File: src/hw/cpu_mem_pkg.sv
package cpu_mem_pkg;

    localparam int ADDR_W = 32;
    localparam int DATA_W = 32;
    localparam int ID_W = 4;

    // Instruction cache geometry
    localparam int LINE_WORDS = 8;
    localparam int OFFSET_W = 5;
    localparam int INDEX_W = 7;
    localparam int TAG_W = 20;

    // Uncached fetches before the cache opens
    localparam int CACHE_WARMUP = 3;
    // kseg1
    localparam logic [2:0] UNCACHED_SEG = 3'b101;

    localparam logic [ID_W-1:0] ID_BRIDGE = 4'd0;
    localparam logic [ID_W-1:0] ID_ICACHE = 4'd1;

    typedef enum logic [1:0] {
        SIZE_BYTE = 2'b00,
        SIZE_HALF = 2'b01,
        SIZE_WORD = 2'b10
    } access_size_e;

    typedef struct packed {
        logic              req;
        logic              wr;
        access_size_e      size;
        logic [ADDR_W-1:0] addr;
        logic [DATA_W-1:0] wdata;
    } sram_req_t;

    typedef struct packed {
        logic              addr_ok;
        logic              data_ok;
        logic [DATA_W-1:0] rdata;
    } sram_resp_t;

    typedef struct packed {
        logic [ID_W-1:0]     arid;
        logic [ADDR_W-1:0]   araddr;
        logic [3:0]          arlen;
        logic [2:0]          arsize;
        logic [1:0]          arburst;
        logic [1:0]          arlock;
        logic [3:0]          arcache;
        logic [2:0]          arprot;
        logic                arvalid;
        logic                rready;
        logic [ID_W-1:0]     awid;
        logic [ADDR_W-1:0]   awaddr;
        logic [3:0]          awlen;
        logic [2:0]          awsize;
        logic [1:0]          awburst;
        logic [1:0]          awlock;
        logic [3:0]          awcache;
        logic [2:0]          awprot;
        logic                awvalid;
        logic [ID_W-1:0]     wid;
        logic [DATA_W-1:0]   wdata;
        logic [DATA_W/8-1:0] wstrb;
        logic                wlast;
        logic                wvalid;
        logic                bready;
    } axi_req_t;

    typedef struct packed {
        logic              arready;
        logic [ID_W-1:0]   rid;
        logic [DATA_W-1:0] rdata;
        logic [1:0]        rresp;
        logic              rlast;
        logic              rvalid;
        logic              awready;
        logic              wready;
        logic [ID_W-1:0]   bid;
        logic [1:0]        bresp;
        logic              bvalid;
    } axi_resp_t;

    typedef enum logic [2:0] {
        BR_IDLE,
        BR_AR,
        BR_R,
        BR_AW_W,
        BR_B
    } bridge_state_e;

    typedef enum logic [2:0] {
        IC_SWEEP,
        IC_LOOKUP,
        IC_AR,
        IC_REFILL,
        IC_RESPOND
    } icache_state_e;

endpackage

File: src/hw/fetch_router.sv
`timescale 1ns/10ps

module fetch_router import cpu_mem_pkg::*; (
    input  logic       Clk,
    input  logic       aresetn,

    input  sram_req_t  inst_req_i,
    output sram_resp_t inst_resp_o,

    output sram_req_t  ic_req_o,
    input  sram_resp_t ic_resp_i,
    output sram_req_t  br_req_o,
    input  sram_resp_t br_resp_i
);

    logic [$clog2(CACHE_WARMUP + 1)-1:0] warm_cnt;
    logic cache_open;
    logic go_bridge;
    logic pending_q;
    logic owner_br_q;
    logic accept;
    logic done;

    assign cache_open = (warm_cnt == CACHE_WARMUP);
    assign go_bridge  = (inst_req_i.addr[ADDR_W-1:ADDR_W-3] == UNCACHED_SEG) || !cache_open;

    // Only one fetch in flight, so new requests wait for the reply
    always_comb begin
        ic_req_o     = inst_req_i;
        br_req_o     = inst_req_i;
        ic_req_o.req = inst_req_i.req && !pending_q && !go_bridge;
        br_req_o.req = inst_req_i.req && !pending_q && go_bridge;
    end

    assign accept = !pending_q && (go_bridge ? br_resp_i.addr_ok : ic_resp_i.addr_ok);
    assign done   = pending_q && (owner_br_q ? br_resp_i.data_ok : ic_resp_i.data_ok);

    assign inst_resp_o.addr_ok = accept;
    assign inst_resp_o.data_ok = done;
    assign inst_resp_o.rdata   = owner_br_q ? br_resp_i.rdata : ic_resp_i.rdata;

    always_ff @(posedge Clk) begin
        if (!aresetn) begin
            pending_q  <= 1'b0;
            owner_br_q <= 1'b1;
            warm_cnt   <= '0;
        end else begin
            if (accept) begin
                pending_q  <= 1'b1;
                owner_br_q <= go_bridge;
            end else if (done) begin
                pending_q <= 1'b0;
            end
            // Warmup counts completed uncached fetches
            if (done && owner_br_q && !cache_open) begin
                warm_cnt <= warm_cnt + 1'b1;
            end
        end
    end

endmodule

File: config.mk
export PLATFORM = sky130hd
export DESIGN_NAME = fetch_router
export DESIGN_NICKNAME = d
export VERILOG_FILES = /design/src/hw/cpu_mem_pkg.sv /design/src/hw/fetch_router.sv
export SDC_FILE = /design/constraint.sdc
export NUM_CORES = 1
export LEC_CHECK = 0
export BUFFER_PORTS_ARGS = -buffer_cell sky130_fd_sc_hd__buf_2
export CORE_AREA = 10 10 113 115
export DETAILED_ROUTE_END_ITERATION = 16
export DIE_AREA = 0 0 123 125
export HOLD_SLACK_MARGIN = 0.08
export PLACE_DENSITY = 0.59
export SLEW_MARGIN = 15
export SYNTH_ARGS = -nofsm -noshare
export SYNTH_HDL_FRONTEND = slang
export SYNTH_SLANG_ARGS = --single-unit
File: constraint.sdc
create_clock -name Clk -period 1.9 [get_ports Clk]
set_input_delay 0.285 -clock Clk [delete_from_list [all_inputs] [get_ports Clk]]
set_output_delay 0.285 -clock Clk [all_outputs]
set_load 0.005 [all_outputs]
# == After elaboration in Yosys (flattened, before gate mapping) ==
# Cells that the tools add are included.
# totals
register_bits,4
mem_bits_ro,0
mem_bits_rw,0
in_bits,138
latchBits,0
memories,0
# op_classes
muxes,5
eq_ne,2
n_div,0
n_shift,0
n_addsub,1
mul,0
bitwise,0
order_cmp,0
n_reduce_logical,12
# ops
cell,n
two-way mux 32 bit,1
logical AND 1 bit,7
two-way mux 1 bit,4
== test 3 bit (second input constant),1
zero test 1 bit,3
adder 2 x 1 -> 2 bit (second input constant),1
== test 2 bit (second input constant),1
nonzero test 2 bit,1
logical OR 1 bit,1

# == Depth between registers and ports, before layout ==
# Gate-level depths: netlist (run 1).
# depth
depth_word,6
depth_mapped,5
depth_no_buf,4

# == Least setup slack after synthesis (run 1) ==
# Ideal clock, no wire load.
# synth_timing
path_kind,reg2out
from,reg warm_cnt[0]
to,out inst_resp_o[33] (netlist name)
setup_slack_ns,0.626
t_required_ns,1.615
path_stages_with_launch,6
arrival_ns,0.989
path_cell_list,dfxtp_1 ha_1 inv_1 o21ai_0 a21oi_1 buf_4
# synth_between
elab_chain_cells,5
# synth_lines
element,line_no,source
from (decl),fetch_router.sv:16,logic [$clog2(CACHE_WARMUP + 1)-1:0] warm_cnt;
from (signal assigned),fetch_router.sv:56,warm_cnt <= warm_cnt + 1'b1;
== test 2 bit,fetch_router.sv:24,assign cache_open = (warm_cnt == CACHE_WARMUP);
zero test 1 bit,fetch_router.sv:25,assign go_bridge = (inst_req_i.addr[ADDR_W-1:ADDR_W-3] == UNCACHED_SEG) || !cache_open;
logical OR 1 bit,fetch_router.sv:25,
two-way mux 1 bit,fetch_router.sv:35,assign accept = !pending_q && (go_bridge ? br_resp_i.addr_ok : ic_resp_i.addr_ok);
logical AND 1 bit,fetch_router.sv:35,
to (decl),fetch_router.sv:8,"output sram_resp_t inst_resp_o,"
# Every way passes these cells.

==> results.json, run 1 <==
{
  "switchingPower_w": 0.0001170,
  "cp_cell_sequence": "ha_1 -> inv_1 -> o21ai_0 -> a21oi_1 -> buf_2",
  "wl_per_cell_um": 14.54,
  "synth-edff-count": 0,
  "hold_viol": 0,
  "hpwlAfterDp_um": 4166,
  "crit_required_ns": 1.62,
  "busiest_layer": "met2",
  "grt_pass1_wl_um": 6872,
  "grt_usage_pct": 5.506,
  "ys_seq_area_share_pct": 4.444,
  "drc_errors": 0,
  "dieArea_um2": 15380,
  "gr-usage-met3_pct": 6.751,
  "numCtsBuffers": 3,
  "grtUsageMet1_pct": 4.618,
  "cpMaxStageDelayCell": "dfxtp_1",
  "hold_class": "in -> reg",
  "grt_use_met2_pct": 7.595,
  "yosys_most_used_dff": "dfxtp_1",
  "cts_hold_buf": 0,
  "tightest_slew_ns": 0.1748,
  "synth_warnings": 0,
  "fmax_mhz": 631.0,
  "netlist_area_um2": 1802,
  "finalMaxSlewViolations": 0,
  "drt_pass1_iterations": 4,
  "finalCritPeriodShare_pct": 83.41,
  "synth_common_cells": "buf_4 (136), mux2_4 (28), buf_6 (4), dfxtp_1 (4), mux2_2 (4)",
  "worstSetupPathType": "reg -> out",
  "cts_resized": 0,
  "clock_power_share_pct": 36.7,
  "vias_per_cell": 3.393,
  "synthTopCellsByArea": "buf_4 (57%), mux2_4 (23%), dfxtp_1 (4.4%)",
  "synthCells": 201,
  "setup_violations": 0,
  "multiInputGateArea_um2": 644.4,
  "yosysTopAreaCell": "buf_4",
  "setup-tns-final_ns": 0,
  "gp_congestion": 0.7088,
  "critPathCaptureType": "output port",
  "fill_cells": 1203,
  "synth_top_area_share_pct": 56.67,
  "fp-row-count": 38,
  "p_comb_share_pct": 43.9,
  "async_flop_share_pct": 0,
  "peakVddDrop_mv": 0.3145,
  "io_pins": 308,
  "htreeDepth": 1,
  "floorplan.die.width_um": 123,
  "leakage_nw": 0.8896,
  "outcome": "finished clean",
  "synth_most_common_cell": "buf_4",
  "power.share.switching_pct": 24.51,
  "drive_above_1_share_pct": 86.74,
  "avgSynthCellArea_um2": 8.964,
  "path_clk_slew_ns": 0.03,
  "skew_ns": 0.0008371,
  "crit_path_start_kind": "flip-flop",
  "cap_violations": 0,
  "synthDistinctLibCells": 24,
  "power_per_cell_area_nw_per_um2": 306.6,
  "io_buffers": 115,
  "seq_area_um2": 81.33,
  "rsz0062_at_grt": "no",
  "intPower_w": 0.0003602,
  "via_count": 1089,
  "syn_nets": 340,
  "overflow": 0,
  "fin_nets": 322,
  "ant_nets": 0,
  "start_util_pct": 16.99,
  "cts_tree": "built",
  "cts.sinks": 4,
  "cts-root-buf": "clkbuf_8",
  "clock_path_buffers": 2,
  "grt_max_degree": 27,
  "cp.arrival_ns": 1.30,
  "drtIter0Drc": 16,
  "worst_skew_pair.late_latency_ns": 0.21,
  "final_util_pct": 14.68,
  "ys_ff_latch": 4,
  "fp.coreArea_um2": 10600,
  "finalCriticalPeriod_ns": 1.585,
  "post_cts_buffers": 0,
  "cpPeakStageDelay_ns": 0.33,
  "area_growth_pct": -13.61,
  "relSlewSlack_pct": 88.01,
  "worstPathMaxFanout": 4,
  "antenna_cells": 0,
  "grt_pass1_vias": 1370,
  "p_seq_share_pct": 19.4,
  "antenna_found_initial": 0,
  "routed_wl_um": 4668,
  "fp.dieH_um": 125
}
-- worst paths after layout --
kind                             startpoint               to  slack, ns  cells past startpoint
worst max-delay path            warm_cnt[0]  inst_resp_o[33]       0.32                      5
worst max register to register  warm_cnt[0]        pending_q       0.69                      4
worst min-delay path                aresetn       owner_br_q       0.30                      2
worst min register to register  warm_cnt[0]      warm_cnt[0]       0.52                      2
-- kinds of logic (layout without fill, tap and decap cells) --
kind of cell | count (synthesis) | in the layout | share of synthesized area [%]
buffers and inverters | 143 | 123 | 59.79
muxes | 34 | 34 | 26.94
and+or+nand+nor | 11 | 11 | 4.722
AOI/OAI and AO/OA | 7 | 7 | 2.917
DFF | 4 | 4 | 4.445
adders and majority gates | 1 | 1 | 0.6943
xor gates and xnor gates | 1 | 1 | 0.4862
-- area by class of cell --
| class | instances | share of cell area, % |
|---|---|---|
| multi-input combinational | 54 | 41.40 |
| clock buffer | 3 | 2.653 |
| tap | 140 | 11.25 |
| inverter | 3 | 0.7235 |
| sequential | 4 | 5.225 |
| timing repair buffer | 117 | 38.75 |
-- routing by layer --
metal  wire length, µm  part of all wire [%]  vias to the layer above
li1                  -                     -                      476
met1              1488                    32                      449
met2              1979                    42                      150
met3              1131                    24                       14
met4                70                   1.5                        0
met5                 0                     0                        -
-- cell usage in the layout, fill, tap and decap left out, types with 2 or more instances in the layout --
| cell type | synthesis | final |
|---|---|---|
| a21oi_1 | 2 | 2 |
| buf_2 | 0 | 115 |
| clkbuf_8 | 0 | 3 |
| dfxtp_1 | 4 | 3 |
| inv_1 | 3 | 3 |
| mux2_2 | 4 | 4 |
| mux2_4 | 28 | 28 |
| mux2i_1 | 2 | 2 |
| nor2_1 | 3 | 3 |
-- critical path: cells and delay by family, from the launching register on --
family | cells | cell delay (ns)
AO/OA/AOI/OAI | 2 | 0.25
adder cells (fa/ha/maj) | 1 | 0.27
buffers and inverters | 2 | 0.23
flip-flops | 1 | 0.33
-- through the flow --
stage / total power [W] / worst slack, ns / instances / hold WS (ns) / area (µm²)
6_report: 0.0004772 / 0.3152 / 321 / 0.2968 / 1556
3_5_place_dp: 0.0003069 / 0.5032 / 318 / 0.5061 / 1515
4_1_cts: 0.0004858 / 0.3063 / 321 / 0.2915 / 1556
5_1_grt: 0.0005109 / 0.1978 / 321 / 0.3081 / 1556
3_3_place_gp: 0.0003024 / 0.5216 / 318 / 0.4820 / 1515
2_1_floorplan: 0.0004041 / 0.6264 / 201 / 0.3650 / 1802
-- power groups by stage --
stage,Clock [W],Sequential (W),Combinational (W)
floorplan,0,0.0000929,0.000311
global placement,0,0.0000938,0.000209
detailed placement,0,0.0000939,0.000213
CTS,0.000179,0.0000928,0.000214
global route,0.000187,0.0000937,0.000231
finish,0.000175,0.0000927,0.000209
-- flip-flops by register name, indices dropped and copies added (netlist names) --
signal / flops
owner_br_q: 1
pending_q: 1
warm_cnt: 2
No activity file was read; power rests on OpenSTA's default activity.
==> run 2, diff against run 1 <==
Settings changed: ABC_AREA from default to 1, CORE_AREA 10 10 113 115 to 10 10 111 113, DIE_AREA 0 0 123 125 to 0 0 121 123.
Clock period 1.9 ns to 1.65 ns, I/O delays scaled along.
==> results.json, run 2 <==
{
  "outcome": "finished clean",
  "cpMaxStageDelayCell": "dfxtp_1",
  "drc_errors": 0,
  "r2r_cells": 5,
  "synth_common_cells": "buf_4 (136), nand2_1 (100), inv_1 (8)",
  "final_cell_count_no_fill": 390,
  "io_buffers": 115,
  "synth-edff-count": 0,
  "vias_per_cell": 3.426,
  "relSlewSlack_pct": 90.31,
  "cpPeakStageDelay_ns": 0.33,
  "async_flop_share_pct": 0,
  "fill_cells": 1220,
  "gp_congestion": 0.7254,
  "grt_max_degree": 22,
  "numCtsBuffers": 3,
  "intPower_w": 0.0004449,
  "hpwlAfterDp_um": 5033,
  "antenna_found_initial": 0,
  "fp-row-count": 37,
  "cts.sinks": 4,
  "synth_warnings": 0,
  "overflow": 0,
  "drtIter0Drc": 27,
  "netlist_area_um2": 1657,
  "hold_viol": 0,
  "hold_class": "in -> reg",
  "layout_common_cells": "buf_2 (115), nand2_1 (100), inv_1 (8)",
  "fp.coreArea_um2": 10140,
  "cts_resized": 0,
  "post_cts_buffers": 0,
  "finalCriticalPeriod_ns": 1.505,
  "dp_worst_setup_slack_ns": 0.3798,
  "switchingPower_w": 0.0002457,
  "p_seq_share_pct": 15.7,
  "final_util_pct": 14.16,
  "crit_path_start_kind": "flip-flop",
  "syn_nets": 413,
  "cts_tree": "built",
  "wl_per_cell_um": 14.75,
  "drive_above_1_share_pct": 49.61,
  "critPathMostFrequentCell": "nand2_1",
  "area_growth_pct": -13.37,
  "synthCells": 274,
  "setup_slack_ns": 0.1452,
  "start_util_pct": 16.34,
  "fin_nets": 395,
  "crit_required_ns": 1.40,
  "setup-tns-final_ns": 0,
  "ys_seq_area_share_pct": 4.834,
  "setup_violations": 0,
  "synthDistinctLibCells": 17,
  "critPathCaptureType": "output port",
  "synth_most_common_cell": "buf_4",
  "clock_power_share_pct": 30.8,
  "ys_ff_latch": 4,
  "fp.dieH_um": 123,
  "skew_ns": 0.002077,
  "reg.largest.list": "warm_cnt x2, owner_br_q x1, pending_q x1",
  "leakage_nw": 0.9063,
  "cts-root-buf": "clkbuf_8",
  "cap_violations": 0,
  "hold_depth": 2,
  "avgSynthCellArea_um2": 6.046,
  "drt_pass1_iterations": 4,
  "p_comb_share_pct": 53.4,
  "power_per_cell_area_nw_per_um2": 481.2,
  "fmax_mhz": 664.6,
  "clock_path_buffers": 2,
  "tightest_slew_ns": 0.1439,
  "antenna_cells": 0,
  "routed_wl_um": 5751,
  "worstSetupPathType": "reg -> out",
  "htreeDepth": 1,
  "largest_reg_flops": 2,
  "synthTopCellsByArea": "buf_4 (62%), nand2_1 (23%), dfxtp_1 (4.8%)",
  "via_count": 1336,
  "worst_skew_pair.late_latency_ns": 0.22,
  "ant_nets": 0,
  "io_pins": 308,
  "grt_pass1_wl_um": 8038,
  "cp.arrival_ns": 1.26,
  "grt_pass1_vias": 1433,
  "worstPathMaxFanout": 4,
  "yosysTopAreaCell": "buf_4",
  "r2r_setup_slack_ns": 0.52,
  "floorplan.die.width_um": 121,
  "top_register": "warm_cnt",
  "dieArea_um2": 14880,
  "cts_hold_buf": 0,
  "finalCritPeriodShare_pct": 91.20,
  "final_common_cell": "buf_2",
  "peakVddDrop_mv": 0.1691,
  "dp_cells": 387,
  "yosys_most_used_dff": "dfxtp_1",
  "rsz0062_at_grt": "no",
  "path_clk_slew_ns": 0.03,
  "grt_usage_pct": 6.880,
  "synth_top_area_share_pct": 61.63,
  "power.share.switching_pct": 35.58,
  "finalMaxSlewViolations": 0,
  "cp_cell_sequence": "ha_1 -> nand2_1 -> nand2_1 -> nand3_1 -> inv_1 -> buf_2",
  "finalPower_w": 0.0006906
}
## run 2: cell count changes after synthesis, moves of 2 or more
cell and delta:
nand2_1 +100, mux2_4 -28, inv_1 +5, mux2_2 -4, nand3_1 +4, buf_2 +3, buf_6 -3, clkbuf_1 +3
mux2i_1 -2
## run 2: logic make-up (layout without fill, tap and decap cells)
family,count (synthesis),count (layout),share of synthesized area (%)
and+or+nand+nor,111,111,25.98
DFF,4,4,4.834
buffers and inverters,151,131,65.71
adders and majority gates,1,1,0.7552
AOI/OAI and AO/OA,7,7,2.719
## run 2: final cells by class
cell class | count | area, µm² | share of cell area, %
clock buffers | 3 | 41.29 | 2.877
well taps | 136 | 170.2 | 11.86
multi-input cells | 119 | 488.0 | 34.00
repair buffers | 120 | 625.6 | 43.59
inverters | 8 | 30.03 | 2.092
flip-flops and latches | 4 | 80.08 | 5.580
## run 2: critical path: cells and delay by family, from the launching register on
family | cells | cell delay [ns]
DFF | 1 | 0.33
and+or+nand+nor | 3 | 0.30
adders and majority gates | 1 | 0.22
buffers and inverters | 2 | 0.19
## run 2: power by group through the flow
stage	Clock, W	Combinational [W]	Sequential [W]
CTS	0.000217	0.000382	0.000109
floorplan	0	0.000416	0.000109
detailed placement	0	0.000380	0.000110
finish	0.000213	0.000369	0.000109
global route	0.000230	0.000424	0.000110
global placement	0	0.000381	0.000110
## run 2: through the flow
step,instance area (µm²),hold WS [ns]
2_1_floorplan,1657,0.3316
3_3_place_gp,1394,0.4482
3_5_place_dp,1394,0.4487
4_1_cts,1435,0.2504
5_1_grt,1435,0.2521
6_report,1435,0.2507
## run 2: metal layers
metal	share of wire (%)	GRT usage, %	vias to the layer above
met5	0	0	-
met4	9.2	7.164	0
met3	17	4.330	62
met2	40	10.03	138
met1	34	6.359	489
li1	-	-	647
## run 2: final timing paths
path / startpoint / end
setup reg to reg: warm_cnt[0] / warm_cnt[1]
hold / removal: aresetn / owner_br_q
hold reg to reg: warm_cnt[1] / warm_cnt[1]
setup / recovery: warm_cnt[0] / inst_resp_o[33]
==> run 3, diff against run 2 <==
Settings changed: CORE_AREA 10 10 111 113 to 10 10 110 112, DIE_AREA 0 0 121 123 to 0 0 120 122, PLACE_DENSITY 0.59 to 0.6, REMOVE_ABC_BUFFERS from default to 1.
Clock period 1.65 ns to 1.9 ns, I/O delays scaled along.
==> results.json, run 3 (synthesis gave the netlist of run 2 again) <==
{
  "outcome": "finished clean",
  "power_per_cell_area_nw_per_um2": 431.8,
  "cpPeakStageDelay_ns": 0.31,
  "gp_congestion": 0.8648,
  "fp.coreArea_um2": 10050,
  "hold_viol": 0,
  "grt_pass1_wl_um": 20090,
  "drt_pass1_iterations": 4,
  "fill_cells": 1224,
  "layout_common_cells": "buf_2 (115), nand2_1 (100), inv_1 (8)",
  "fin_nets": 394,
  "hold_class": "in -> reg",
  "grt_max_degree": 24,
  "leakage_nw": 0.8987,
  "via_count": 1553,
  "peakVddDrop_mv": 0.5964,
  "fmax_mhz": 649.0,
  "drive_above_1_share_pct": 49.41,
  "htreeDepth": 1,
  "cp_cell_sequence": "buf_4 -> or2_1 -> o21ai_2 -> nor2_1 -> buf_2",
  "critPathCaptureType": "output port",
  "worst_skew_pair.late_latency_ns": 0.22,
  "vias_per_cell": 3.982,
  "io_buffers": 115,
  "cts_tree": "built",
  "grt_pass1_vias": 1543,
  "hold_ws_ns": 0.2962,
  "dieArea_um2": 14640,
  "dpl-instance-area_um2": 1374,
  "cts.sinks": 4,
  "min_to": "owner_br_q",
  "design_area_um2": 1418,
  "crit_family": "buffers and inverters",
  "grt_usage_pct": 21.30,
  "wl_per_cell_um": 42.97,
  "setup_slack_ns": 0.3591,
  "finalCritPeriodShare_pct": 81.10,
  "cp.arrival_ns": 1.26,
  "setup-tns-final_ns": 0,
  "hold_start": "aresetn",
  "reg.largest.list": "warm_cnt x2, owner_br_q x1, pending_q x1",
  "path_clk_slew_ns": 0.03,
  "multiInputGateArea_um2": 488.0,
  "largest_reg_flops": 2,
  "area_growth_pct": -14.43,
  "final_common_cell": "buf_2",
  "routed_wl_um": 16760,
  "drtIter0Drc": 81,
  "io_pins": 308,
  "start_util_pct": 16.49,
  "rr_endpoint": "pending_q",
  "hpwlAfterDp_um": 15560,
  "relSlewSlack_pct": 83.80,
  "worstSetupPathType": "reg -> out",
  "finalCriticalPeriod_ns": 1.541,
  "dp_worst_setup_slack_ns": 0.5631,
  "top_register": "warm_cnt",
  "seq_area_um2": 80.08,
  "clock_path_buffers": 2,
  "worst-path-buf-inv": 2,
  "r2r_cells": 5,
  "cts-root-buf": "clkbuf_8",
  "cpMaxStageDelayCell": "dfxtp_1",
  "antenna_found_initial": 1,
  "cts_hold_buf": 0,
  "crit_path_start_kind": "flip-flop",
  "setup_violations": 0,
  "fp-row-count": 37,
  "rsz0062_at_grt": "no",
  "cap_violations": 0,
  "fp.dieH_um": 122,
  "post_cts_buffers": 0,
  "numCtsBuffers": 3,
  "worstPathMaxFanout": 23,
  "skew_ns": 0.003675,
  "ant_nets": 0,
  "drc_errors": 0,
  "hold_depth": 2,
  "tightest_slew_ns": 0.2430,
  "cts_resized": 0,
  "r2r_setup_slack_ns": 0.77,
  "crit_required_ns": 1.62,
  "finalMaxSlewViolations": 0,
  "floorplan.die.width_um": 120,
  "overflow": 0,
  "final_util_pct": 14.11,
  "r2r_start": "owner_br_q"
}
[run 3: worst max-delay path by stage]
stage | start | endpoint | depth (start not counted)
2_1_floorplan | owner_br_q | inst_resp_o[32] | 3
3_3_place_gp | owner_br_q | inst_resp_o[32] | 5
3_5_place_dp | owner_br_q | inst_resp_o[32] | 5
4_1_cts | owner_br_q | inst_resp_o[32] | 5
5_1_grt | owner_br_q | inst_resp_o[32] | 5
6_report | owner_br_q | inst_resp_o[32] | 5
[run 3: power by group]
part | internal, W | leakage [nW] | switching, W
logic | 0.000155 | 0.844 | 0.000186
clock network | 0.000135 | 0.0216 | 0.0000421
registers | 0.0000908 | 0.0329 | 0.00000347
total | 0.000380 | 0.899 | 0.000232
[run 3: layout make-up]
class | count | share of cell area (%)
inverter | 8 | 2.118
timing repair buffer | 119 | 42.72
multi-input combinational | 119 | 34.42
clock buffer | 3 | 2.913
antenna | 1 | 0.1765
sequential | 4 | 5.649
tap | 136 | 12.00
[run 3: per-layer routing]
metal	part of all wire (%)	global-route usage [%]	up-vias
met5	0.10	2.303	-
met4	3.0	5.656	2
met3	30	30.99	19
met2	43	32.39	273
met1	24	14.15	613
li1	-	-	646
[run 3: through the flow]
stage / cells / total power [W]
after floorplan: 131 / 0.0002141
after global placement: 386 / 0.0004471
after detailed placement: 386 / 0.0004448
after CTS: 389 / 0.0006285
after global routing: 389 / 0.0006763
final: 390 / 0.0006121
