[config.mk]
export PLATFORM = sky130hd
export DESIGN_NAME = sram_axi_bridge
export DESIGN_NICKNAME = d
export VERILOG_FILES = /design/src/hw/cpu_mem_pkg.sv /design/src/hw/sram_axi_bridge.sv
export SDC_FILE = /design/constraint.sdc
export NUM_CORES = 1
export LEC_CHECK = 0
export BUFFER_PORTS_ARGS = -buffer_cell sky130_fd_sc_hd__buf_2
export CORE_AREA = 2 2 162 164
export DETAILED_ROUTE_END_ITERATION = 6
export DIE_AREA = 0 0 164 166
export PLACE_DENSITY = 0.56
export SETUP_SLACK_MARGIN = 0.15
export SLEW_MARGIN = 40
export SYNTH_ARGS = -nofsm -noshare
export SYNTH_HDL_FRONTEND = slang
export SYNTH_SLANG_ARGS = --single-unit
[constraint.sdc]
create_clock -name Clk -period 9.15 [get_ports Clk]
set_input_delay 0.4575 -clock Clk [delete_from_list [all_inputs] [get_ports Clk]]
set_output_delay 0.4575 -clock Clk [all_outputs]
set_load 0.1 [all_outputs]
[src/hw/cpu_mem_pkg.sv]
package cpu_mem_pkg;

    localparam int ADDR_W = 32;
    localparam int DATA_W = 32;
    localparam int ID_W = 4;

    // Instruction cache geometry
    localparam int LINE_WORDS = 8;
    localparam int OFFSET_W = 5;
    localparam int INDEX_W = 7;
    localparam int TAG_W = 20;

    // Uncached fetches before the cache opens
    localparam int CACHE_WARMUP = 3;
    // kseg1
    localparam logic [2:0] UNCACHED_SEG = 3'b101;

    localparam logic [ID_W-1:0] ID_BRIDGE = 4'd0;
    localparam logic [ID_W-1:0] ID_ICACHE = 4'd1;

    typedef enum logic [1:0] {
        SIZE_BYTE = 2'b00,
        SIZE_HALF = 2'b01,
        SIZE_WORD = 2'b10
    } access_size_e;

    typedef struct packed {
        logic              req;
        logic              wr;
        access_size_e      size;
        logic [ADDR_W-1:0] addr;
        logic [DATA_W-1:0] wdata;
    } sram_req_t;

    typedef struct packed {
        logic              addr_ok;
        logic              data_ok;
        logic [DATA_W-1:0] rdata;
    } sram_resp_t;

    typedef struct packed {
        logic [ID_W-1:0]     arid;
        logic [ADDR_W-1:0]   araddr;
        logic [3:0]          arlen;
        logic [2:0]          arsize;
        logic [1:0]          arburst;
        logic [1:0]          arlock;
        logic [3:0]          arcache;
        logic [2:0]          arprot;
        logic                arvalid;
        logic                rready;
        logic [ID_W-1:0]     awid;
        logic [ADDR_W-1:0]   awaddr;
        logic [3:0]          awlen;
        logic [2:0]          awsize;
        logic [1:0]          awburst;
        logic [1:0]          awlock;
        logic [3:0]          awcache;
        logic [2:0]          awprot;
        logic                awvalid;
        logic [ID_W-1:0]     wid;
        logic [DATA_W-1:0]   wdata;
        logic [DATA_W/8-1:0] wstrb;
        logic                wlast;
        logic                wvalid;
        logic                bready;
    } axi_req_t;

    typedef struct packed {
        logic              arready;
        logic [ID_W-1:0]   rid;
        logic [DATA_W-1:0] rdata;
        logic [1:0]        rresp;
        logic              rlast;
        logic              rvalid;
        logic              awready;
        logic              wready;
        logic [ID_W-1:0]   bid;
        logic [1:0]        bresp;
        logic              bvalid;
    } axi_resp_t;

    typedef enum logic [2:0] {
        BR_IDLE,
        BR_AR,
        BR_R,
        BR_AW_W,
        BR_B
    } bridge_state_e;

    typedef enum logic [2:0] {
        IC_SWEEP,
        IC_LOOKUP,
        IC_AR,
        IC_REFILL,
        IC_RESPOND
    } icache_state_e;

endpackage

[src/hw/sram_axi_bridge.sv]
`timescale 1ns/10ps

module sram_axi_bridge import cpu_mem_pkg::*; (
    input  logic       Clk,
    input  logic       aresetn,

    input  sram_req_t  inst_req_i,
    output sram_resp_t inst_resp_o,
    input  sram_req_t  data_req_i,
    output sram_resp_t data_resp_o,

    output axi_req_t   axi_req_o,
    input  axi_resp_t  axi_resp_i
);

    bridge_state_e state;
    logic take_data;
    logic take_inst;
    sram_req_t cur;
    logic [DATA_W/8-1:0] strb;

    logic sel_data_q;
    logic done_q;
    logic aw_pend;
    logic w_pend;
    logic [ADDR_W-1:0] addr_q;
    access_size_e size_q;
    logic [DATA_W-1:0] wdata_q;
    logic [DATA_W/8-1:0] wstrb_q;
    logic [DATA_W-1:0] rdata_q;

    // Data channel has priority
    assign take_data = (state == BR_IDLE) && data_req_i.req;
    assign take_inst = (state == BR_IDLE) && inst_req_i.req && !data_req_i.req;
    assign cur = take_data ? data_req_i : inst_req_i;

    always_comb begin
        case (cur.size)
            SIZE_BYTE: strb = 4'b0001 << cur.addr[1:0];
            SIZE_HALF: strb = 4'b0011 << cur.addr[1:0];
            default:   strb = 4'b1111;
        endcase
    end

    assign data_resp_o.addr_ok = take_data;
    assign data_resp_o.data_ok = done_q && sel_data_q;
    assign data_resp_o.rdata   = rdata_q;
    assign inst_resp_o.addr_ok = take_inst;
    assign inst_resp_o.data_ok = done_q && !sel_data_q;
    assign inst_resp_o.rdata   = rdata_q;

    always_ff @(posedge Clk) begin
        if (!aresetn) begin
            state      <= BR_IDLE;
            sel_data_q <= 1'b0;
            done_q     <= 1'b0;
            aw_pend    <= 1'b0;
            w_pend     <= 1'b0;
        end else begin
            done_q <= 1'b0;
            case (state)
                BR_IDLE: begin
                    if (take_data || take_inst) begin
                        sel_data_q <= take_data;
                        aw_pend    <= cur.wr;
                        w_pend     <= cur.wr;
                        state      <= cur.wr ? BR_AW_W : BR_AR;
                    end
                end
                BR_AR: if (axi_resp_i.arready) state <= BR_R;
                BR_R: begin
                    if (axi_resp_i.rvalid) begin
                        done_q <= 1'b1;
                        state  <= BR_IDLE;
                    end
                end
                BR_AW_W: begin
                    if (axi_resp_i.awready) aw_pend <= 1'b0;
                    if (axi_resp_i.wready) w_pend <= 1'b0;
                    if ((!aw_pend || axi_resp_i.awready) && (!w_pend || axi_resp_i.wready)) begin
                        state <= BR_B;
                    end
                end
                BR_B: begin
                    if (axi_resp_i.bvalid) begin
                        done_q <= 1'b1;
                        state  <= BR_IDLE;
                    end
                end
                default: state <= BR_IDLE;
            endcase
        end
    end

    always_ff @(posedge Clk) begin
        if (take_data || take_inst) begin
            addr_q  <= cur.addr;
            size_q  <= cur.size;
            wdata_q <= cur.wdata << {cur.addr[1:0], 3'b000};
            wstrb_q <= strb;
        end
        if (state == BR_R && axi_resp_i.rvalid) rdata_q <= axi_resp_i.rdata;
    end

    always_comb begin
        axi_req_o         = '0;
        axi_req_o.arid    = ID_BRIDGE;
        axi_req_o.araddr  = addr_q;
        axi_req_o.arsize  = {1'b0, size_q};
        axi_req_o.arburst = 2'b01;
        axi_req_o.arvalid = (state == BR_AR);
        axi_req_o.rready  = (state == BR_R);
        axi_req_o.awid    = ID_BRIDGE;
        axi_req_o.awaddr  = addr_q;
        axi_req_o.awsize  = {1'b0, size_q};
        axi_req_o.awburst = 2'b01;
        axi_req_o.awvalid = aw_pend;
        axi_req_o.wid     = ID_BRIDGE;
        axi_req_o.wdata   = wdata_q;
        axi_req_o.wstrb   = wstrb_q;
        axi_req_o.wlast   = 1'b1;
        axi_req_o.wvalid  = w_pend;
        axi_req_o.bready  = (state == BR_B);
    end

endmodule

### Word-level counts from Yosys, hierarchy flattened

Cells that the tools add are included.

* add/subtract/negate cells: 0
* multiply operators: 0
* divide/modulo/power cells: 0
* order comparisons: 0
* eq/ne operators: 12
* shift-type cells: 3
* mux-type cells: 17
* bitwise gates (word level): 0
* reductions and logical operators: 21

Operators with widths (count)
* two-way mux 67 bit: 1
* left shift 32 x 5 -> 32 bit: 1
* two-way mux 3 bit: 5
* one-hot mux 3 bit (5 select lines): 1
* inequality test 2 x 1 -> 1 bit (second input constant): 4
* one-hot mux 4 bit (2 select lines): 1
* logical AND 1 bit: 7
* equality test 3 x 2 -> 1 bit (second input constant): 2
* inequality test 2 bit (second input constant): 3
* one-hot mux 1 bit (2 select lines): 3
* AND reduction 3 bit: 2
* two-way mux 1 bit: 5
* AND reduction 5 bit: 1
* logical NOT 1 bit: 4
* left shift 1 x 2 -> 4 bit (first input constant): 1
* left shift 2 x 2 -> 4 bit (first input constant): 1
* equality test 3 x 1 -> 1 bit (second input constant): 1
* equality test 3 bit (second input constant): 1
* logical NOT 3 bit: 1
* logical OR 1 bit: 3
* equality test 2 x 1 -> 1 bit (second input constant): 1
* logical NOT 2 bit: 1
* two-way mux 2 bit: 1
* AND reduction 2 bit: 1
* nonzero test 2 bit: 1

* register bits after elaboration: 109
* bits in latches: 0
* RAM bits: 0
* ROM bits: 0
* input port bits: 188
* output and inout port bits: 222
* word-level logic and storage cells: 63
* memories: 0

### Logic depth before layout (Yosys ltp)

Gate-level depths: netlist of run 1.

* word-level depth: 6
* mapped depth: 8

### Least setup slack after synthesis of run 1

Ideal clock, no wire load.

* path type: reg-to-reg
* start point: register state[0]
* end point: register addr_q[0], enable pin
* setup time: 0.501 ns
* data arrival time: 3.801 ns
* data required time: 8.649 ns
* setup slack: 4.848 ns
* stages on the path, launching flop included: 4
* path buffers: 1
* period minus slack after synthesis: 4.302 ns
* cell sequence: dfxtp_1 > clkbuf_1 > or3_1 > nor2_1

* cells in the longest elaborated chain, start to end: 4
* elaborated cells between the ends (all ways): 5

Ends and longest elaborated chain
* start: declaration: line sram_axi_bridge.sv:16 `bridge_state_e state;`
* start signal: assignment: line sram_axi_bridge.sv:67 `state <= cur.wr ? BR_AW_W : BR_AR;`
* logical NOT 3 bit *: line sram_axi_bridge.sv:33, sram_axi_bridge.sv:34
* logical AND 1 bit (2 in a row): line sram_axi_bridge.sv:34 `assign take_inst = (state == BR_IDLE) && inst_req_i.req && !data_req_i.req;`
* logical OR 1 bit *: line sram_axi_bridge.sv:96 `if (take_data || take_inst) begin`
* end signal: assignment: line sram_axi_bridge.sv:97 `addr_q <= cur.addr;`
* end: declaration: line sram_axi_bridge.sv:26 `logic [ADDR_W-1:0] addr_q;`

Mark *: on every way between the ends. The rest lies on a longest branch, timed or not.
A chain may end at the register's enable or synchronous reset.

==> results of run 1 <==
[layer usage]
metal | share of wire (%) | vias to the layer above
met5 | 0.055 | -
met4 | 0.77 | 2
met3 | 6.6 | 8
met2 | 52 | 234
met1 | 40 | 2359
li1 | - | 2435
[layout make-up]
cell class	count	area [um^2]	share of cell area, %
clock inverters	6	57.6	0.726
flip-flops and latches	109	3200	40.4
multi-input cells	361	2180	27.5
clock buffers	10	239	3.02
repair buffers	355	1790	22.6
inverters	8	30.0	0.379
well taps	335	419	5.29
[kinds of logic after synthesis]
family          Yosys count
compound gates           68
buf+inv                 157
flops                   109
mux                      36
simple gates            212
other cells               2
[worst max path at each step]
stage / end / slack, ns / startpoint / cells past startpoint
floorplan: addr_q[0]$_DFFE_PP_ / 4.85 / state[0]$_SDFFE_PN0P_ / 3
global placement: wdata_q[26]$_DFFE_PP_ / 5.89 / data_req_i[67] / 6
detailed placement: wdata_q[26]$_DFFE_PP_ / 5.89 / data_req_i[67] / 6
CTS: data_resp_o[33] / 5.78 / state[2]$_SDFFE_PN0P_ / 3
global route: data_resp_o[33] / 5.67 / state[2]$_SDFFE_PN0P_ / 3
finish: data_resp_o[33] / 5.82 / state[2]$_SDFFE_PN0P_ / 3
[cells in the final DEF (no fill, tap or decap), drive strengths merged]
cell type    n
a2111oi     17
a211oi       3
a21boi       2
a21o         2
a21oi       13
a221oi       4
a2bb2oi      4
and2         9
and3        24
and3b        1
and4bb       1
buf        355
clkbuf      10
clkinv       5
conb        45
dfxtp        7
edfxtp     102
inv          9
mux2         6
mux2i       30
nand2      117
nand2b       3
nand3b      17
nor2         5
nor2b       20
nor3         3
nor3b        1
nor4         8
o21a         6
o21ai        4
o21bai       1
o221ai       6
o22ai        4
o311a        1
o311ai       1
or3          1
or4b         2
[stage by stage]
| step | setup WS [ns] | hold slack, ns | total power (uW) | util, % |
|---|---|---|---|---|
| final | 5.82 | 0.277 | 2470 | 30.9 |
| after global routing | 5.67 | 0.254 | 2570 | 30.9 |
| after CTS | 5.78 | 0.256 | 2500 | 30.9 |
| after detailed placement | 5.89 | 0.516 | 2100 | 29.8 |
| after global placement | 5.89 | 0.522 | 2090 | 29.7 |
| after floorplan | 4.85 | 0.473 | 1960 | - |
[critical path, stage by stage, from the launching register on]
cell     delay [ns]
dfxtp_1        0.39
or4b_4         0.83
inv_2          0.69
buf_2          0.56
[sequential cells by signal (all words and copies together), names as in the netlist]
name and count:
addr_q 32, rdata_q 32, wdata_q 32, wstrb_q 4, state 3, size_q 2
aw_pend 1, done_q 1, sel_data_q 1, w_pend 1
[where the power goes]
part / switching, uW / internal, uW
registers: 39.8 / 666
clock network: 197 / 199
logic: 1190 / 175
total: 1430 / 1040
==> results.py, run 1 <==
metrics = {
    "logic_synthesis": {
        "synth_edf_count": 102,
        "yosysTopAreaCellShare_pct": 48.8,
        "synthAdderAreaFrac_pct": 0,
        "async_flop_share_pct": 0,
        "ys_ff_latch": 109,
        "synthMostInstantiatedCell": "buf_4",
        "muxShareOfSynthArea_pct": 6.38,
        "synthSimpleGateAreaFrac_pct": 16.8,
        "ys.flop_type": "edfxtp_1",
        "synth_top_cells_by_area": "edfxtp_1 49%, buf_4 14%, nand2_1 7.0%",
        "yosysSeqAreaShare_pct": 51.0,
        "synth-xor-area-share_pct": 0,
        "synth_top_family_by_area": "buffers and inverters",
        "synth-compound-area-share_pct": 8.59,
        "synthTopCellsByCount": "121 x buf_4, 117 x nand2_1, 102 x edfxtp_1",
        "ys_types": 47,
        "yosys.area.top_type": "edfxtp_1",
        "syn_area_um2": 6280,
        "avgSynthCellArea_um2": 10.8,
        "synth_cells": 584,
        "ys_warn_count": 0,
    },
    "global_routing": {
        "met3_usage_pct": 2.67,
        "use_met2_pct": 26.0,
        "grt_first_pass_wirelength_mm": 28.5,
        "grt_pass1_vias": 4699,
        "grt_remaining_overflow": 0,
        "grt_max_degree": 72,
        "met1_usage_pct": 16.4,
        "grt_usage_pct": 14.0,
        "antenna_found_initial": 1,
        "grt-busiest-layer": "met2",
    },
    "timing": {
        "finalMaxSlewViolations": 0,
        "clock_skew_ns": 0.0107,
        "slew_headroom_pct": 46.2,
        "rsz0062_at_grt": "no",
        "finalSetupTns_ns": 0,
        "max_clock_freq_ghz": 0.300,
        "hold_viol": 0,
        "layout_min_cycle_time_ns": 3.33,
        "post-route-period-util_pct": 36.4,
        "setup_viol": 0,
        "worst-slew-pin-transition_ns": 0.806,
    },
    "min_path": {
        "worstHoldEndpoint": "rdata_q[29]$_DFFE_PP_",
        "holdPathStages": 1,
        "min-delay-start": "axi_resp_i[42]",
        "hold_path.class": "input pin to flop",
    },
    "cts": {
        "root_buffer": "clkbuf_16",
        "cts_setup_buffers": 0,
        "clk_pin_slew_worst_paths_ns": 0.08,
        "htreeDepth": 3,
        "clock-sinks": 109,
        "cts_buffers": 9,
        "cts_resized": 0,
        "clk_latency_ns": 0.35,
        "cts_tree": "done",
        "cts_buffer_depth": 2,
        "ctsHoldBuffers": 0,
    },
    "route": {
        "routed_via_density": 4.26,
        "avgRoutedWirePerCell_um": 16.8,
        "wirelength_mm": 19.8,
        "ant_nets": 0,
        "num_vias": 5038,
        "drt_pass1_iterations": 4,
        "post-route-drc-count": 0,
        "drt_iter0_drc": 268,
    },
    "placement": {
        "io_buffers": 351,
        "post-dp-hpwl_mm": 14.9,
        "dp.cells": 1168,
        "globalplace.congestion": 0.729,
        "place_area_um2": 7620,
    },
    "critical_path": {
        "r2r_end": "wdata_q[26]$_DFFE_PP_",
        "critPathRequiredTime_ns": 8.69,
        "cp-end-kind": "output pin",
        "cp-start-kind": "flop",
        "crit_type": "flop to output pin",
        "critPathMaxFanout": 42,
        "r2r_slack_ns": 6.07,
        "rr_startpoint": "state[2]$_SDFFE_PN0P_",
        "reg2reg_depth": 5,
        "cp_data_arrival_time_ns": 2.88,
    },
    "power_and_ir_drop": {
        "power.leakage_uw": 0.00371,
        "powerDensity_nw_per_um2": 311,
        "ir_drop_mv": 0.194,
    },
    "floorplanning": {
        "start_util_pct": 24.5,
        "die_w_um": 164,
        "rows": 59,
        "ios": 410,
        "die_h_um": 166,
        "die_area_um2": 27200,
        "core_um2": 25600,
    },
    "layout": {
        "antenna_cells": 0,
        "fill_cells": 2694,
        "finalNonFillerCells": 1184,
        "fin_area_um2": 7920,
        "areaGrowthSynthToFinish_pct": 26.2,
        "drive_gt1_share_pct": 46.4,
        "fin_nets": 1032,
    },
    "outcome": {
        "status": "completed",
    },
    "job": {
        "maxCapViolCount": 0,
    },
}
No activity file was read; power rests on OpenSTA's default activity.
==> run 2, diff against run 1 <==
- PLACE_DENSITY: 0.56 -> 0.58
- clock period: 9.15 -> 3 ns (I/O delays scaled with it)
==> results.py, run 2 (same netlist as run 1, synthesis figures left out) <==
metrics = {
    "layout": {
        "multi_input_area_um2": 2180,
        "fin_nets": 1068,
        "drive_gt1_share_pct": 45.0,
        "areaGrowthSynthToFinish_pct": 32.2,
        "fin_area_um2": 8300,
        "area.sequential_um2": 3200,
        "fill_cells": 2674,
        "finalNonFillerCells": 1221,
        "final_common_cell": "buf_2",
        "layout_common_cells": "350 x buf_2, 117 x nand2_1, 102 x edfxtp_1, 45 x conb_1, 32 x dlygate4sd3_1",
        "top_regs": "addr_q (32), rdata_q (32), wdata_q (32)",
    },
    "timing": {
        "whs_ns": 0.0450,
        "setup_viol": 0,
        "post-route-period-util_pct": 77.0,
        "slew_headroom_pct": 52.8,
        "hold_viol": 0,
        "max_clock_freq_ghz": 0.433,
        "finalSetupTns_ns": 0,
        "finalMaxSlewViolations": 0,
        "worst-slew-pin-transition_ns": 0.708,
        "layout_min_cycle_time_ns": 2.31,
        "clock_skew_ns": 0.0130,
        "rsz0062_at_grt": "no",
    },
    "global_routing": {
        "grt_pass1_vias": 4957,
        "antenna_found_initial": 2,
        "grt_usage_pct": 14.0,
        "use_met2_pct": 25.6,
        "grt-busiest-layer": "met2",
        "grt_max_degree": 74,
        "grt_remaining_overflow": 0,
        "met1_usage_pct": 16.0,
        "grt_first_pass_wirelength_mm": 28.6,
        "met3_usage_pct": 3.37,
    },
    "cts": {
        "cts_buffer_depth": 2,
        "clk_latency_ns": 0.36,
        "cts_setup_buffers": 0,
        "cts_resized": 0,
        "clock-sinks": 109,
        "cts_tree": "done",
        "root_buffer": "clkbuf_16",
        "clk_pin_slew_worst_paths_ns": 0.08,
        "ctsHoldBuffers": 32,
        "htreeDepth": 3,
        "cts_buffers": 9,
    },
    "placement": {
        "io_buffers": 351,
        "post-dp-hpwl_mm": 15.1,
        "place_area_um2": 7690,
        "globalplace.congestion": 0.769,
        "dp.cells": 1172,
    },
    "route": {
        "drt_pass1_iterations": 6,
        "wirelength_mm": 20.0,
        "drt_iter0_drc": 281,
        "num_vias": 5189,
        "avgRoutedWirePerCell_um": 16.4,
        "routed_via_density": 4.25,
        "ant_nets": 0,
        "post-route-drc-count": 0,
    },
    "floorplanning": {
        "core_um2": 25600,
        "start_util_pct": 24.5,
        "die_w_um": 164,
        "die_h_um": 166,
        "ios": 410,
        "rows": 59,
        "die_area_um2": 27200,
    },
    "job": {
        "maxCapViolCount": 0,
    },
    "power_and_ir_drop": {
        "seqPwrFrac_pct": 28.4,
        "internal_power_uw": 3200,
        "powerDensity_nw_per_um2": 915,
        "ir_drop_mv": 0.503,
        "switching_share_pct": 57.8,
        "clkPwrFrac_pct": 15.8,
        "switchingPower_uw": 4390,
        "p_comb_share_pct": 55.8,
        "power.leakage_uw": 0.00387,
    },
    "critical_path": {
        "critPathRequiredTime_ns": 2.85,
        "crit_type": "flop to output pin",
        "cp-end-kind": "output pin",
        "cp-start-kind": "flop",
        "critPathMaxFanout": 73,
        "cp_data_arrival_time_ns": 2.16,
    },
    "outcome": {
        "status": "completed",
    },
    "min_path": {
        "hold_path.class": "input pin to flop",
    },
}
-- run 2: path summary, 6_finish.rpt --
kind                                       startpoint               endpoint  slack [ns]  cells past startpoint
worst max-delay path            state[2]$_SDFFE_PN0P_        data_resp_o[33]        0.69                      4
worst min-delay path                   data_req_i[58]   addr_q[26]$_DFFE_PP_        0.04                      3
worst max register to register  state[2]$_SDFFE_PN0P_  wdata_q[26]$_DFFE_PP_        0.74                      5
worst min register to register   aw_pend$_SDFFE_PN0P_   aw_pend$_SDFFE_PN0P_        0.50                      2
-- run 2: metrics by stage --
step	setup slack [ns]	util, %	power [uW]
after floorplan	0.170	-	5950
after global placement	0.700	30.0	6410
after detailed placement	0.695	30.0	6430
after CTS	0.656	32.4	7700
after global routing	0.579	32.4	7890
final	0.689	32.4	7590
-- run 2: cell type report --
| cell class | count | share of cell area, % |
|---|---|---|
| clock inverters | 6 | 0.678 |
| diodes | 1 | 0.0301 |
| multi-input cells | 361 | 26.3 |
| repair buffers | 391 | 26.2 |
| well taps | 335 | 5.05 |
| inverters | 8 | 0.362 |
| clock buffers | 10 | 2.76 |
| flip-flops and latches | 109 | 38.6 |
-- run 2: worst max-delay path, cell delays in order (launching register included) --
cell and delay [ns]:
dfxtp_1 0.39, or4b_4 0.71, inv_2 0.13, buf_12 0.31
buf_12 0.22
-- run 2: layer usage --
| layer | up-vias | part of all wire, % |
|---|---|---|
| met1 | 2416 | 41 |
| met3 | 18 | 7.1 |
| met4 | 0 | 1.4 |
| li1 | 2499 | - |
| met5 | - | 0 |
| met2 | 256 | 51 |
-- run 2: power by group through the flow --
| stage | logic [uW] | registers (uW) | clock network (uW) |
|---|---|---|---|
| detailed placement | 4230 | 2200 | 0 |
| global route | 4380 | 2190 | 1320 |
| global placement | 4220 | 2190 | 0 |
| finish | 4230 | 2160 | 1200 |
| CTS | 4270 | 2160 | 1270 |
| floorplan | 2040 | 3910 | 0 |
==> run 3, diff against run 2 <==
- ABC_AREA: not set -> 1
- CORE_AREA: 2 2 162 164 -> 2 2 157 159
- DIE_AREA: 0 0 164 166 -> 0 0 159 161
- PLACE_DENSITY: 0.58 -> 0.59
- clock period: 3 -> 1.9 ns (I/O delays scaled with it)
==> results.py, run 3 <==
metrics = {
    "outcome": {
        "status": "completed",
    },
    "global_routing": {
        "grt_pass1_vias": 5104,
        "grt_remaining_overflow": 0,
        "grt_first_pass_wirelength_mm": 29.6,
        "grt_max_degree": 39,
        "grt_usage_pct": 15.4,
        "antenna_found_initial": 3,
    },
    "layout": {
        "top_regs": "addr_q (32), rdata_q (32), wdata_q (32)",
        "fin_nets": 1240,
        "fin_area_um2": 9100,
        "layout_common_cells": "348 x buf_2, 203 x nand2_1, 102 x edfxtp_1, 71 x inv_1, 57 x dlygate4sd3_1",
        "areaGrowthSynthToFinish_pct": 53.0,
        "drive_gt1_share_pct": 44.7,
        "final_common_cell": "buf_2",
    },
    "route": {
        "wirelength_mm": 20.8,
        "routed_via_density": 3.97,
        "drt_iter0_drc": 315,
        "drt_pass1_iterations": 4,
        "ant_nets": 0,
        "num_vias": 5493,
        "avgRoutedWirePerCell_um": 15.0,
        "post-route-drc-count": 0,
    },
    "critical_path": {
        "crit_type": "flop to flop",
        "rr_startpoint": "state[1]$_SDFFE_PN0P_",
        "slowest_stage": "dfxtp_4",
        "worst_path_most_repeated_cell": "buf_12",
        "critPathMaxFanout": 8,
        "cp-start-kind": "flop",
        "cp-end-kind": "flop",
        "cp_data_arrival_time_ns": 1.86,
        "path_cells": "nor2_4 > nand3_4 > buf_6 > o21ai_4 > buf_12 > nor2_8 > buf_12 > nand2_2 > nand3_2",
        "critPathRequiredTime_ns": 2.00,
        "cp-startpoint": "state[1]$_SDFFE_PN0P_",
        "cpPeakStageDelay_ns": 0.36,
    },
    "logic_synthesis": {
        "synth-compound-area-share_pct": 3.62,
        "ys_types": 23,
        "yosysTopAreaCellShare_pct": 51.5,
        "ys.flop_type": "edfxtp_1",
        "synthSimpleGateAreaFrac_pct": 21.2,
        "synth-xor-area-share_pct": 0,
        "synth_top_cells_by_area": "edfxtp_1 51%, buf_4 15%, nand2_1 14%",
        "syn_area_um2": 5950,
        "yosys.area.top_type": "edfxtp_1",
        "synth_cells": 676,
        "muxShareOfSynthArea_pct": 0,
        "synth_edf_count": 102,
        "async_flop_share_pct": 0,
        "synthAdderAreaFrac_pct": 0,
        "synth_top_family_by_area": "buffers and inverters",
        "synthMostInstantiatedCell": "nand2_1",
        "yosysSeqAreaShare_pct": 53.8,
        "synthTopCellsByCount": "222 x nand2_1, 116 x buf_4, 102 x edfxtp_1",
        "ys_warn_count": 0,
        "avgSynthCellArea_um2": 8.80,
        "ys_ff_latch": 109,
    },
    "timing": {
        "rsz0062_at_grt": "yes",
        "finalSetupTns_ns": 0,
        "layout_min_cycle_time_ns": 1.75,
        "hold_viol": 0,
        "finalMaxSlewViolations": 0,
        "max_clock_freq_ghz": 0.570,
        "slew_headroom_pct": 62.8,
        "clock_skew_ns": 0.0132,
        "setup_viol": 0,
        "post-route-period-util_pct": 92.3,
        "worst-slew-pin-transition_ns": 0.562,
        "whs_ns": 0.0108,
    },
    "placement": {
        "post-dp-hpwl_mm": 15.4,
        "place_area_um2": 7650,
        "io_buffers": 351,
        "globalplace.congestion": 0.894,
    },
    "cts": {
        "clk_pin_slew_worst_paths_ns": 0.08,
        "htreeDepth": 3,
        "cts_tree": "done",
        "cts_buffers": 9,
        "root_buffer": "clkbuf_16",
        "cts_buffer_depth": 2,
        "clk_latency_ns": 0.35,
        "clock-sinks": 109,
    },
    "floorplanning": {
        "die_w_um": 159,
        "rows": 57,
        "ios": 410,
        "core_um2": 24000,
        "start_util_pct": 24.8,
        "die_h_um": 161,
        "die_area_um2": 25600,
    },
    "min_path": {
        "hold_path.class": "input pin to flop",
        "min-delay-start": "data_req_i[62]",
    },
    "job": {
        "maxCapViolCount": 0,
    },
}
run 3: changes by cell type after synthesis, moves of 17 or more:
cell,before,now
nor2_1,5,42
mux2i_1,28,0
nor2b_1,20,0
a2111oi_0,17,0
nand3_1,0,41
and3_1,24,0
nand2_1,117,222
o21ai_0,1,34
inv_1,5,75
run 3: repair_timing:
| item | in CTS | in global routing |
|---|---|---|
| resized for setup | 40 | 67 |
| buffers inserted | 14 | 1 |
| hold endpoints to repair | 50 | 0 |
| pin swaps | 5 | 19 |
| hold buffers | 57 | 0 |
| endpoints found under the setup margin | 103 | 39 |
| gates cloned | 5 | 1 |
run 3: cell type report:
cell class	instances	area [um^2]
Clock buffer	10	239
Clock inverter	6	57.6
Tap cell	324	405
Inverter	78	327
Sequential cell	109	3210
Fill cell	2427	14900
Multi-Input combinational cell	395	1830
Timing Repair Buffer	459	3020
Antenna cell	3	7.51
run 3: final timing paths:
path / to / slack (ns) / cells past startpoint
setup / recovery: wdata_q[17]$_DFFE_PP_ / 0.15 / 9
hold reg to reg: sel_data_q$_SDFFE_PN0P_ / 0.50 / 2
setup reg to reg: wdata_q[17]$_DFFE_PP_ / 0.15 / 9
hold / removal: addr_q[30]$_DFFE_PP_ / 0.01 / 3
run 3: critical path: cells and delay by family, from the launching register on:
| kind | cells | cell delay [ns] |
|---|---|---|
| buffers and inverters | 3 | 0.47 |
| and+or+nand+nor | 5 | 0.45 |
| DFF | 1 | 0.36 |
| AOI/OAI and AO/OA | 1 | 0.23 |
run 3: stage by stage:
step / std cells / setup slack, ns / utilization [%]
floorplan: 719 / -0.276 / -
global placement: 1287 / -0.0707 / 31.9
detailed placement: 1287 / -0.0925 / 31.9
CTS: 1379 / 0.0866 / 37.0
global route: 1383 / 0.0793 / 38.0
finish: 1384 / 0.146 / 38.0
run 3: metal layers:
layer  track usage, %  share of wire, %
met1             18.0                39
met2             26.8                50
met3             4.52               8.5
met4             5.62               2.4
met5                0                 0
run 3: kinds of logic after synthesis:
group,count (synthesis)
buffers and inverters,215
and+or+nand+nor,310
AOI/OAI and AO/OA,40
DFF,109
other,2
Power of run 3 is not shown: default switching activity piles up to over one toggle a cycle in this logic, so the estimate is an artifact.
